[src/nn_out_pkg.sv]
// Output layer package with the fixed-point format, layer geometry and shared types
`default_nettype none

package nn_out_pkg;

	// Fixed-point format is sign + INT_BITS + FRAC_BITS
	localparam int WIDTH     = 16;
	localparam int INT_BITS  = 5;
	localparam int FRAC_BITS = 10;

	// Layer geometry
	localparam int P       = 8;           // Output neurons per sample
	localparam int Z       = 2;           // Neurons handled per clock
	localparam int GROUPS  = P / Z;       // Data cycles per sample, also delta bank depth
	localparam int CPC     = GROUPS + 2;  // Clocks per sample
	localparam int L       = 3;           // Layers in the network
	localparam int Y_DELAY = CPC * (L - 1); // Ideal outputs travel this far

	// Counter and address widths
	localparam int CIDX_W = $clog2(CPC);
	localparam int GADR_W = $clog2(GROUPS);

	// One fixed-point word
	typedef logic signed [WIDTH-1:0] fix_t;

	// Z words side by side, lane 0 in the low bits
	typedef fix_t [Z-1:0] fix_vec_t;

	// One bit per lane, for ideal outputs and decisions
	typedef logic [Z-1:0] bit_vec_t;

	typedef logic [CIDX_W-1:0] cycle_idx_t; // Counts 0 to CPC-1
	typedef logic [GADR_W-1:0] grp_addr_t;  // Delta bank address

	// Fixed-point constants
	localparam fix_t ONE_FIX  = fix_t'(1 << FRAC_BITS);       // 1.0
	localparam fix_t HALF_FIX = fix_t'(1 << (FRAC_BITS - 1)); // 0.5

	// Cost kind, quasi-static level
	typedef enum logic {
		COST_QUAD = 1'b0, // Quadratic cost, delta = (a - y) * sp
		COST_XENT = 1'b1  // Cross-entropy cost, delta = a - y
	} cost_e;

endpackage

`default_nettype wire

[src/delta_mem_if.sv]
// Delta memory interface carrying write and read controls from controller to banks
`timescale 1ns/1ps
`default_nettype none

interface delta_mem_if;

	// Write side, current sample
	logic                 wr_en;   // Write this cycle
	nn_out_pkg::grp_addr_t wr_addr; // Group being written
	nn_out_pkg::fix_vec_t  wr_data; // Z deltas of that group

	// Read side, previous sample
	logic                 rd_en;   // Read this cycle
	nn_out_pkg::grp_addr_t rd_addr; // Group going back to previous layer

	// Ping-pong pointer
	// Read bank is always the other one
	logic wr_bank;

	modport ctrl (
		output wr_en,
		output wr_addr,
		output wr_data,
		output rd_en,
		output rd_addr,
		output wr_bank
	);

	modport mem (
		input wr_en,
		input wr_addr,
		input wr_data,
		input rd_en,
		input rd_addr,
		input wr_bank
	);

endinterface

`default_nettype wire

[src/delta_mem_banks.sv]
// Ping-pong delta banks with a registered read port toward the previous layer
`timescale 1ns/1ps
`default_nettype none

module delta_mem_banks (
	input  wire logic                 clk,
	input  wire logic                 arst_n_i,
	delta_mem_if.mem                  mem_i,
	output nn_out_pkg::fix_vec_t      delta_o // Previous sample's deltas
);

	localparam int NBANK = 2;
	localparam int DEPTH = nn_out_pkg::GROUPS;

	// Two banks, each holding one sample worth of deltas
	nn_out_pkg::fix_vec_t bank_q [NBANK][DEPTH];

	logic                 rd_bank;  // Bank holding the finished sample
	nn_out_pkg::fix_vec_t rd_word;  // Raw read before the output register
	nn_out_pkg::fix_vec_t delta_q;

	// Reader always looks at the bank the writer is not using
	assign rd_bank = ~mem_i.wr_bank;

	// Asynchronous read from the idle bank
	assign rd_word = bank_q[rd_bank][mem_i.rd_addr];

	// Write port
	always_ff @(posedge clk or negedge arst_n_i) begin
		if (!arst_n_i) begin
			for (int b = 0; b < NBANK; b++) begin
				for (int g = 0; g < DEPTH; g++) begin
					bank_q[b][g] <= '0; // Sample 0 reads back zeros
				end
			end
		end else if (mem_i.wr_en) begin
			bank_q[mem_i.wr_bank][mem_i.wr_addr] <= mem_i.wr_data;
		end
	end

	/*
	 * Read register
	 * One cycle after index k the previous layer sees group k.
	 * Between data cycles the last group stays on the output.
	 */
	always_ff @(posedge clk or negedge arst_n_i) begin
		if (!arst_n_i) begin
			delta_q <= '0;
		end else if (mem_i.rd_en) begin
			delta_q <= rd_word;
		end
	end

	assign delta_o = delta_q;

endmodule

`default_nettype wire

[src/delta_mem_ctrl.sv]
// Delta memory controller that decodes the cycle index and owns the ping-pong bank pointer
`timescale 1ns/1ps
`default_nettype none

module delta_mem_ctrl (
	input  wire logic                   clk,
	input  wire logic                   arst_n_i,
	input  wire nn_out_pkg::cycle_idx_t cycle_index_i, // 0 to CPC-1, wraps
	input  wire nn_out_pkg::fix_vec_t   delta_i,       // Fresh deltas from cost unit
	delta_mem_if.ctrl                   mem_o
);

	// Index of the last data cycle and of the last clock of a sample
	localparam nn_out_pkg::cycle_idx_t GRP_END =
		nn_out_pkg::cycle_idx_t'(nn_out_pkg::GROUPS);
	localparam nn_out_pkg::cycle_idx_t LAST_IDX =
		nn_out_pkg::cycle_idx_t'(nn_out_pkg::CPC - 1);

	logic                  data_phase;  // Index names a group
	logic                  last_cycle;  // Final clock of the sample
	nn_out_pkg::grp_addr_t grp_addr;    // Group number of this cycle
	logic                  wr_bank_q;   // Bank taking current sample

	/*
	 * Per-sample schedule
	 *   index 0..GROUPS-1  group k written to wr_bank, group k of
	 *                      previous sample read from the other bank
	 *   index GROUPS       idle, read port holds
	 *   index CPC-1        idle, pointer flips at the edge
	 */
	assign data_phase = (cycle_index_i < GRP_END);
	assign last_cycle = (cycle_index_i == LAST_IDX);

	// Groups map one to one onto cycle indices
	assign grp_addr = nn_out_pkg::grp_addr_t'(cycle_index_i);

	// Bank pointer
	always_ff @(posedge clk or negedge arst_n_i) begin
		if (!arst_n_i) begin
			wr_bank_q <= 1'b0;
		end else if (last_cycle) begin
			wr_bank_q <= ~wr_bank_q; // Swap roles for next sample
		end
	end

	// Write port, same cycle as the delta is formed
	assign mem_o.wr_en   = data_phase;
	assign mem_o.wr_addr = grp_addr;
	assign mem_o.wr_data = delta_i;

	// Read port runs in lockstep with the write port
	assign mem_o.rd_en   = data_phase;
	assign mem_o.rd_addr = grp_addr;

	assign mem_o.wr_bank = wr_bank_q;

endmodule

`default_nettype wire

[src/ideal_out_delay.sv]
// Ideal output delay line matching the network latency
`timescale 1ns/1ps
`default_nettype none

module ideal_out_delay (
	input  wire logic                 clk,
	input  wire logic                 arst_n_i,
	input  wire nn_out_pkg::bit_vec_t y_i, // Ideal outputs at network entry
	output nn_out_pkg::bit_vec_t      y_o  // Same bits at the output layer
);

	localparam int DEPTH = nn_out_pkg::Y_DELAY;

	// Stage 0 takes y_i, last stage drives y_o
	nn_out_pkg::bit_vec_t stage_q [DEPTH];

	always_ff @(posedge clk or negedge arst_n_i) begin
		if (!arst_n_i) begin
			for (int s = 0; s < DEPTH; s++) begin
				stage_q[s] <= '0;
			end
		end else begin
			stage_q[0] <= y_i;
			for (int s = 1; s < DEPTH; s++) begin
				stage_q[s] <= stage_q[s-1]; // One sample period per CPC stages
			end
		end
	end

	// Lines up with actL of the same sample
	assign y_o = stage_q[DEPTH-1];

endmodule

`default_nettype wire

[src/output_cost_unit.sv]
// Output cost unit forming the cost term, the output delta and thresholded decisions
`timescale 1ns/1ps
`default_nettype none

module output_cost_unit (
	input  wire nn_out_pkg::cost_e    cost_sel_i, // Quadratic or cross-entropy
	input  wire nn_out_pkg::fix_vec_t act_i,      // Output layer activations
	input  wire nn_out_pkg::fix_vec_t sp_i,       // Sigmoid prime of the same neurons
	input  wire nn_out_pkg::bit_vec_t y_i,        // Ideal outputs, already delayed
	output nn_out_pkg::fix_vec_t      delta_o,    // Delta per lane
	output nn_out_pkg::bit_vec_t      decision_o  // 1-bit output per lane
);

	localparam int W  = nn_out_pkg::WIDTH;
	localparam int FB = nn_out_pkg::FRAC_BITS;

	// Per-lane intermediates
	nn_out_pkg::fix_t    y_fix     [nn_out_pkg::Z]; // Ideal bit as 1.0 or 0.0
	nn_out_pkg::fix_t    cost_term [nn_out_pkg::Z]; // a - y
	logic signed [2*W-1:0] prod_full [nn_out_pkg::Z]; // Full width product
	logic signed [2*W-1:0] prod_shft [nn_out_pkg::Z]; // Realigned to the binary point
	nn_out_pkg::fix_t    prod_fix  [nn_out_pkg::Z];

	always_comb begin
		for (int i = 0; i < nn_out_pkg::Z; i++) begin
			// Ideal outputs are single bits from the environment
			y_fix[i] = y_i[i] ? nn_out_pkg::ONE_FIX : '0;

			// Cost term wraps at WIDTH bits
			cost_term[i] = act_i[i] - y_fix[i];

			// Q5.10 times Q5.10 gives 20 fraction bits
			prod_full[i] = cost_term[i] * sp_i[i];
			prod_shft[i] = prod_full[i] >>> FB; // Arithmetic, keeps sign
			prod_fix[i]  = prod_shft[i][W-1:0]; // Truncate to the word

			// Delta choice follows the cost level
			if (cost_sel_i == nn_out_pkg::COST_QUAD) begin
				delta_o[i] = prod_fix[i];
			end else begin
				delta_o[i] = cost_term[i]; // sp cancels under cross-entropy
			end

			// Sigmoid threshold at one half, signed compare
			decision_o[i] = (act_i[i] >= nn_out_pkg::HALF_FIX);
		end
	end

endmodule

`default_nettype wire

[src/output_layer_top.sv]
// Output layer top joining the cost unit, delta memory and ideal output delay
`timescale 1ns/1ps
`default_nettype none

module output_layer_top (
	input  wire logic                   clk,
	input  wire logic                   arst_n_i,
	input  wire nn_out_pkg::cycle_idx_t cycle_index_i, // Index inside the sample
	input  wire nn_out_pkg::cost_e      cost_sel_i,    // Changes only at sample boundaries
	input  wire nn_out_pkg::fix_vec_t   act_l_i,       // From last hidden layer
	input  wire nn_out_pkg::fix_vec_t   sp_l_i,        // From last hidden layer
	input  wire nn_out_pkg::bit_vec_t   y_i,           // Ideal outputs at network entry
	output nn_out_pkg::fix_vec_t        delta_l_o,     // Back to last hidden layer
	output nn_out_pkg::bit_vec_t        y_l_o,         // Ideal outputs at network exit
	output nn_out_pkg::bit_vec_t        a_out_o        // Network decisions
);

	nn_out_pkg::fix_vec_t delta; // Fresh deltas, into the write port

	// Controller to banks
	delta_mem_if dmem_if ();

	// Ideal outputs follow the samples through all earlier layers
	ideal_out_delay u_ideal_delay (
		.clk      (clk),
		.arst_n_i (arst_n_i),
		.y_i      (y_i),
		.y_o      (y_l_o)
	);

	// Cost and decisions, no latency
	output_cost_unit u_cost (
		.cost_sel_i (cost_sel_i),
		.act_i      (act_l_i),
		.sp_i       (sp_l_i),
		.y_i        (y_l_o),    // Delayed ideals meet their activations here
		.delta_o    (delta),
		.decision_o (a_out_o)
	);

	// Strobes, addresses and bank pointer
	delta_mem_ctrl u_dmem_ctrl (
		.clk           (clk),
		.arst_n_i      (arst_n_i),
		.cycle_index_i (cycle_index_i),
		.delta_i       (delta),
		.mem_o         (dmem_if)
	);

	// Current sample in, previous sample out
	delta_mem_banks u_dmem_banks (
		.clk      (clk),
		.arst_n_i (arst_n_i),
		.mem_i    (dmem_if),
		.delta_o  (delta_l_o)
	);

endmodule

`default_nettype wire
[config.mk]
export PLATFORM = sky130hd
export DESIGN_NAME = output_layer_top
export DESIGN_NICKNAME = d
export VERILOG_FILES = /design/src/nn_out_pkg.sv /design/src/delta_mem_if.sv /design/src/delta_mem_banks.sv /design/src/delta_mem_ctrl.sv /design/src/ideal_out_delay.sv /design/src/output_cost_unit.sv /design/src/output_layer_top.sv
export SDC_FILE = /design/constraint.sdc
export NUM_CORES = 2
export LEC_CHECK = 0
export ABC_AREA = 1
export BUFFER_PORTS_ARGS = -buffer_cell sky130_fd_sc_hd__buf_2
export CORE_AREA = 10 10 346 348
export CTS_CLUSTER_SIZE = 28
export DETAILED_ROUTE_END_ITERATION = 8
export DIE_AREA = 0 0 356 358
export GPL_ROUTABILITY_DRIVEN = 1
export SKIP_LAST_GASP = 1
export SYNTH_ARGS = -nofsm -noshare
export SYNTH_HDL_FRONTEND = slang
export SYNTH_SLANG_ARGS = --single-unit
[constraint.sdc]
create_clock -name clk -period 5.95 [get_ports clk]
set_input_delay 1.19 -clock clk [delete_from_list [all_inputs] [get_ports clk]]
set_output_delay 1.19 -clock clk [all_outputs]
set_load 0.05 [all_outputs]
**After elaboration in Yosys (flattened, before gate mapping)**

Index checks and enable logic that the tools add are counted.

- Bits of input ports: 72
- Flip-flop bits (word level): 313

- $add $sub $neg: 2
- Eq/ne operators: 1
- Magnitude comparators: 8
- Bitwise logic cells: 4
- Multiplexer cells: 15
- $mul: 2
- Reductions and logical operators: 2

Operators with widths:

| operator | number |
|---|---|
| 128-bit 2-to-1 mux | 4 |
| 256-bit bitwise mux | 1 |
| 128-bit demux with 1-bit select | 1 |
| 32-bit 2-to-1 mux | 3 |
| 32-bit binary-select mux with 2-bit select | 1 |
| 32-bit demux with 2-bit select | 1 |
| 16-bit by 16-bit multiplier with 26-bit output | 2 |
| 16-bit by 11-bit >= comparator with 1-bit output, second input constant | 2 |
| 16-bit 2-to-1 mux | 2 |
| 16-bit by 12-bit subtractor with 16-bit output | 2 |
| 11-bit 2-to-1 mux | 2 |
| 2-bit >= comparator, second input constant | 2 |
| 1-bit inverter with 2-bit output | 2 |
| 3-bit == test, second input constant | 1 |
| 3-bit >= comparator, second input constant | 1 |
| 3-bit by 1-bit < comparator with 1-bit output, second input constant | 1 |
| 3-bit < comparator, second input constant | 1 |
| 2-bit inverter with 3-bit output | 1 |
| 1-bit logical AND | 2 |
| 2-bit by 1-bit < comparator with 1-bit output, second input constant | 1 |
| 1-bit inverter | 1 |

**Depth between registers and ports, before layout**

- Depth after elaboration: 8
- Mapped depth: 37

**Hierarchy**

Synthesis repeated with hierarchy kept, for this count alone.

- Cell total of the unflattened synthesis: 4,345
- Area, all modules: 32,512.4 µm²

By module, submodules not included:

| module | cells an instance | area each (µm²) | seq. area each (µm²) | instances |
|---|---|---|---|---|
| output_cost_unit | 2,548 | 18,342.6 | 0.0 | 1 |
| delta_mem_banks | 1,724 | 13,216.4 | 7,206.9 | 1 |
| ideal_out_delay | 26 | 615.6 | 600.6 | 1 |
| delta_mem_ctrl | 47 | 337.8 | 25.0 | 1 |

**Worst setup path after synthesis**

OpenSTA, ideal clock, no wires.

- Path type: input to register
- Start point: input port act_l_i[10] in the netlist's numbering
- End point: register u_dmem_banks.bank_q[111] in the netlist's numbering
- Setup time: 0.118 ns
- Data required time: 5.832 ns
- Stages on the path: 32
- Path slack: -1.047 ns
- Arrival: 6.879 ns
- Path buffers: 0
- Cell sequence: inv_1 > ha_1 > inv_1 > nor2_2 > nand4_1 > nand2_2 > inv_1 > nand2_1 > inv_1 > fa_1 > inv_1 > fa_1 > inv_1 > fa_1 > fa_1 > fa_1 > inv_1 > fa_1 > inv_1 > ha_1 > nand2_1 > nand2_1 > a21oi_1 > nor2_1 > a211oi_1 > nand2_1 > a21oi_1 > inv_1 > nand2_1 > nand3_2 > nand3_1 > nand2_1

- Word-level cells in the longest chain between the ends: 4

RTL lines:

| element | RTL line | RTL |
|---|---|---|
| from (decl) | output_layer_top.sv:10 | `input wire nn_out_pkg::fix_vec_t act_l_i,` |
| 16-bit by 12-bit subtractor with 16-bit output (*) | output_cost_unit.sv:30 | `cost_term[i] = act_i[i] - y_fix[i];` |
| 16-bit by 16-bit multiplier with 26-bit output | output_cost_unit.sv:33 | `prod_full[i] = cost_term[i] * sp_i[i];` |
| 16-bit 2-to-1 mux (*) | output_cost_unit.sv:38 | `if (cost_sel_i == nn_out_pkg::COST_QUAD) begin` |
| 256-bit bitwise mux (*) | delta_mem_banks.sv:37 | `bank_q[mem_i.wr_bank][mem_i.wr_addr] <= mem_i.wr_data;` |
| to (signal, indexed assignment) | delta_mem_banks.sv:37 |  |
| to (decl) | delta_mem_banks.sv:16 | `nn_out_pkg::fix_vec_t bank_q [NBANK][DEPTH];` |

Every way passes the cells marked *; elsewhere a longest branch is shown, timed or not.
A chain may end at the register's enable or synchronous reset.

**Worst setup path after layout**

- Start point: input port act_l_i[10] in the netlist's numbering
- End point: register u_dmem_banks.bank_q[109] in the netlist's numbering

Same word-level chain as after synthesis.

==> impl.org <==
** Timing
- Final-report max-slew violation count :: 0
- Across all setup checks in the final design, the least slack found is -0.496 ns.
- Post-layout min period :: 6.45 ns
- Post-route clock skew :: 0.0334 ns
- Sum of negative setup slack :: -62.86 ns
- For the pin with the worst max-slew slack, the measured transition is 1.03 ns.
- For this run, the top clock speed supported by timing is 155 MHz.
- Worst slew slack as a fraction of its limit :: 31.0%
- The final critical path takes up 108% of the cycle.
- Unrepaired setup endpoints after global routing :: true
- The hold violation total from the final report is 0.
- Final setup fails :: 200

** Logic synthesis
- Summed over its instances, the top area cell type makes up 26.4% of the synthesized netlist area.
- For this run, the number of Yosys warnings is 0.
- After synthesis the netlist holds a flip-flop and latch count of 313.
- Of all flip-flops after synthesis, the portion carrying an async set or reset was 100%.
- Averaged over all synthesized cells, the footprint is 7.79 um^2.
- Post-synthesis cell count :: 4010
- Most common flop cell mapped by yosys :: sky130_fd_sc_hd__dfrtp_1
- Number of flops mapped to enable cells by yosys :: 0
- Post-synth top area cell :: sky130_fd_sc_hd__fa_1
- The share of the Yosys chip area taken by registers is 25.1%.
- After synthesis, the cell types taking the most area are sky130_fd_sc_hd__fa_1 26%, sky130_fd_sc_hd__dfrtp_1 25%, sky130_fd_sc_hd__nand2_1 16%.
- Mapped cell area :: 31200 um^2
- After synthesis, the netlist uses 53 different library cells.
- Counting every net in the synthesized netlist gives 4646.

** Routing
- Dividing the detail-routed via count by the number of cells gives 4.54.
- The final layout contains routed wiring with a total length of 97.3 mm.
- The routed design uses 5.83 mm of met3 wire.
- After detailed routing, no signal wire sits above met5.
- Number of iterations in the first detailed-routing pass :: 6
- Via count of the routed design :: 27000
- Detailed-routing wirelength on met1 :: 41.6 mm
- Count of routing violations after the opening detailed-route iteration :: 2014
- Average routed wire per standard cell :: 16.4 um
- Number of antenna-violating nets in the routed design :: 0
- For this run, design rule violations remaining after detail routing come to 0.
- Met2 layer wire length in the routed design :: 47.4 mm

** Setup path
- In this run the critical register-to-register path is captured at u_dmem_banks.bank_q[109]$_DFFE_PN0P_.
- Critical Path Slowest Stage Cell :: sky130_fd_sc_hd__fa_2
- For the worst setup path, the data required time is 6.40 ns.
- In this run the register-to-register setup slack is -0.31 ns.
- Among the stages of the critical path, the cell type that occurs most often is sky130_fd_sc_hd__fa_1.
- The worst setup path is captured at a flop.
- STA classifies the critical path startpoint as an input pin.
- Of all nets on the critical path, the largest fanout is 8.
- The largest single stage delay on the critical path is 0.63 ns.
- In this run the critical register-to-register path is launched from u_ideal_delay.y_o[0]$_DFF_PN0_.
- Logic depth of the worst register-to-register path :: 26
- By startpoint and endpoint, the worst setup path is classified as input pin to flop.
- At the worst endpoint, the arrival time is 6.90 ns.

** Placed design
- After legalization and detailed placement, the total HPWL measured 71.5 mm.
- At the end of routability-driven placement, the weighted congestion stood at 0.884.
- Number of I/O port buffers :: 107

** Floorplan
- Die Y-Extent :: 358 um
- Initial Utilization :: 27.8%
- Top-level I/O count :: 108
- Die Footprint :: 127000 um^2
- Floorplan core area :: 112000 um^2
- The initialized floorplan defines 123 standard-cell rows.
- Width of the chip :: 356 um

** Hold path
- The startpoint identified for the worst hold timing path is u_ideal_delay.stage_q[6]$_DFF_PN0_.
- Path category of the worst min-delay check :: flop to flop
- The worst hold path was traced through 0 stages.
- For hold timing, the worst endpoint is u_ideal_delay.stage_q[4]$_DFF_PN0_.

** Global route
- After global routing the overflow that remains totals 0.
- The number of global-route vias before repair is 28000.
- Across every metal layer, demand over resource in global routing totals 15.1%.
- First-pass GRT wire length :: 156 mm
- The number of antenna violations at the first check in global routing came to 5.
- Pin count of the biggest net entering global routing :: 135

** Outcome
- The flow ran to the end, but the final reports show violations.
- The final reports fail on setup timing.

** Cells and area
- Fraction of layout instances using a drive strength above 1 :: 25.2%
- At the end of the flow, the number of nets in the layout was 5057.
- Commonest non-fill, non-tap cell in the layout :: sky130_fd_sc_hd__nand2_1
- Relative to the synthesized area, the layout overhead comes to 28.8%.
- The library cells used most frequently in the layout, excluding fill and tap cells, are 1162 x sky130_fd_sc_hd__nand2_1, 810 x sky130_fd_sc_hd__inv_1, 388 x sky130_fd_sc_hd__fa_1, 381 x sky130_fd_sc_hd__buf_4, 313 x sky130_fd_sc_hd__dfrtp_1.

** Clock network
- Number of buffers created by CTS :: 30
- Clock latency on the worst-skew pair :: 0.59 ns
- CTS tree :: yes
- For this design, the sink count on the clock tree is 313.
- The longest clock path from root to sink contains 3 buffers.
- The number of hold buffers added after CTS was 0.
- After clock tree synthesis, the clock-pin slew on the worst setup and hold paths is 0.07 ns.
- The cell sitting at the root of the clock tree is a sky130_fd_sc_hd__clkbuf_16.
- In this run the number of H-tree levels came out at 1.

** Run
- Max-cap violations in this run came to 0.
==> cells by family after synthesis <==
| group | count (synthesis) | share of synthesized area (%) |
|---|---|---|
| buf+inv | 1072 | 13.2 |
| fa+ha+maj | 564 | 32.5 |
| flops | 313 | 25.1 |
| compound gates | 363 | 7.19 |
| simple gates | 1674 | 21.3 |
| xor+xnor | 24 | 0.673 |
==> layout make-up <==
type	count	area, um^2
fillers	11600	72100
clock inverters	14	184
diodes	1	2.50
multi-input cells	2625	21700
clock buffers	42	876
inverters	902	3490
flip-flops and latches	313	7830
well taps	1500	1880
repair buffers	549	4310
==> how the worst max path moves through the flow <==
| stage | startpoint | end |
|---|---|---|
| 2_1_floorplan | act_l_i[10] | u_dmem_banks.bank_q[111]$_DFFE_PN0P_ |
| 3_3_place_gp | act_l_i[10] | u_dmem_banks.bank_q[111]$_DFFE_PN0P_ |
| 3_5_place_dp | act_l_i[10] | u_dmem_banks.bank_q[111]$_DFFE_PN0P_ |
| 4_1_cts | act_l_i[10] | u_dmem_banks.bank_q[175]$_DFFE_PN0P_ |
| 5_1_grt | act_l_i[10] | u_dmem_banks.bank_q[109]$_DFFE_PN0P_ |
| 6_report | act_l_i[10] | u_dmem_banks.bank_q[109]$_DFFE_PN0P_ |
==> flip-flops by register name, indices dropped and copies added, names as in the netlist <==
name / count
u_dmem_banks.bank_q: 256
u_dmem_banks.delta_o: 32
u_dmem_ctrl.mem_o.wr_bank: 1
u_ideal_delay.stage_q: 22
u_ideal_delay.y_o: 2
==> metrics by stage <==
stage | instances | util [%] | setup slack, ns | area (um^2) | hold slack [ns]
after floorplan | 4010 | - | -0.756 | 32200 | 0.331
after global placement | 5818 | 32.7 | -1.32 | 36800 | 0.334
after detailed placement | 5818 | 32.7 | -1.29 | 36800 | 0.335
after CTS | 5911 | 34.6 | -0.432 | 38800 | 0.349
after global routing | 5946 | 35.8 | -0.750 | 40200 | 0.352
final | 5946 | 35.8 | -0.496 | 40200 | 0.348
==> worst max-delay path: cells and delay by family <==
kind / cells / cell delay, ns
AOI/OAI and AO/OA: 1 / 0.10
adders and majority gates: 8 / 3.55
and+or+nand+nor: 7 / 0.90
buffers and inverters: 11 / 0.97
xor gates and xnor gates: 1 / 0.15
==> synthesized netlist by cell type (5+ instances only) <==
cell                          n
sky130_fd_sc_hd__clkinv_1     6
sky130_fd_sc_hd__clkbuf_1   129
sky130_fd_sc_hd__dfrtp_1    313
sky130_fd_sc_hd__or2_2       10
sky130_fd_sc_hd__nand3b_1     8
sky130_fd_sc_hd__xor2_1      11
sky130_fd_sc_hd__nand2_1   1299
sky130_fd_sc_hd__ha_1       152
sky130_fd_sc_hd__nand2_2     13
sky130_fd_sc_hd__a21o_1       5
sky130_fd_sc_hd__o211ai_1     8
sky130_fd_sc_hd__buf_2       19
sky130_fd_sc_hd__o21ai_1     23
sky130_fd_sc_hd__o21ai_2      8
sky130_fd_sc_hd__nand3_2      5
sky130_fd_sc_hd__a31oi_1     50
sky130_fd_sc_hd__inv_2        8
sky130_fd_sc_hd__o221ai_1     9
sky130_fd_sc_hd__xnor2_1     13
sky130_fd_sc_hd__nor3_1      14
sky130_fd_sc_hd__buf_6        6
sky130_fd_sc_hd__a22o_1      28
sky130_fd_sc_hd__o22ai_1     38
sky130_fd_sc_hd__buf_1        8
sky130_fd_sc_hd__o21ai_0    101
sky130_fd_sc_hd__nand3_1    128
sky130_fd_sc_hd__inv_1      887
sky130_fd_sc_hd__nor2_2       5
sky130_fd_sc_hd__a21oi_1     69
sky130_fd_sc_hd__fa_1       412
sky130_fd_sc_hd__buf_4        5
sky130_fd_sc_hd__nor2_1     170
sky130_fd_sc_hd__nand4_1     14
==> layer usage <==
metal  up-vias  global-route usage (%)
li1      12800                       -
met1     13300                    19.5
met2       731                    26.7
met3       147                    2.05
met4         4                    3.34
met5         -                       0
==> repair_timing <==
item                                    4_1_cts  5_1_grt
resized for setup                           182      305
endpoints found under the setup margin      216      245
pin swaps                                    91      151
buffers inserted                             37       36
Power is left out: the tool's default activity adds up to more than one toggle a clock period on the data nets, which glitch-free logic cannot reach.
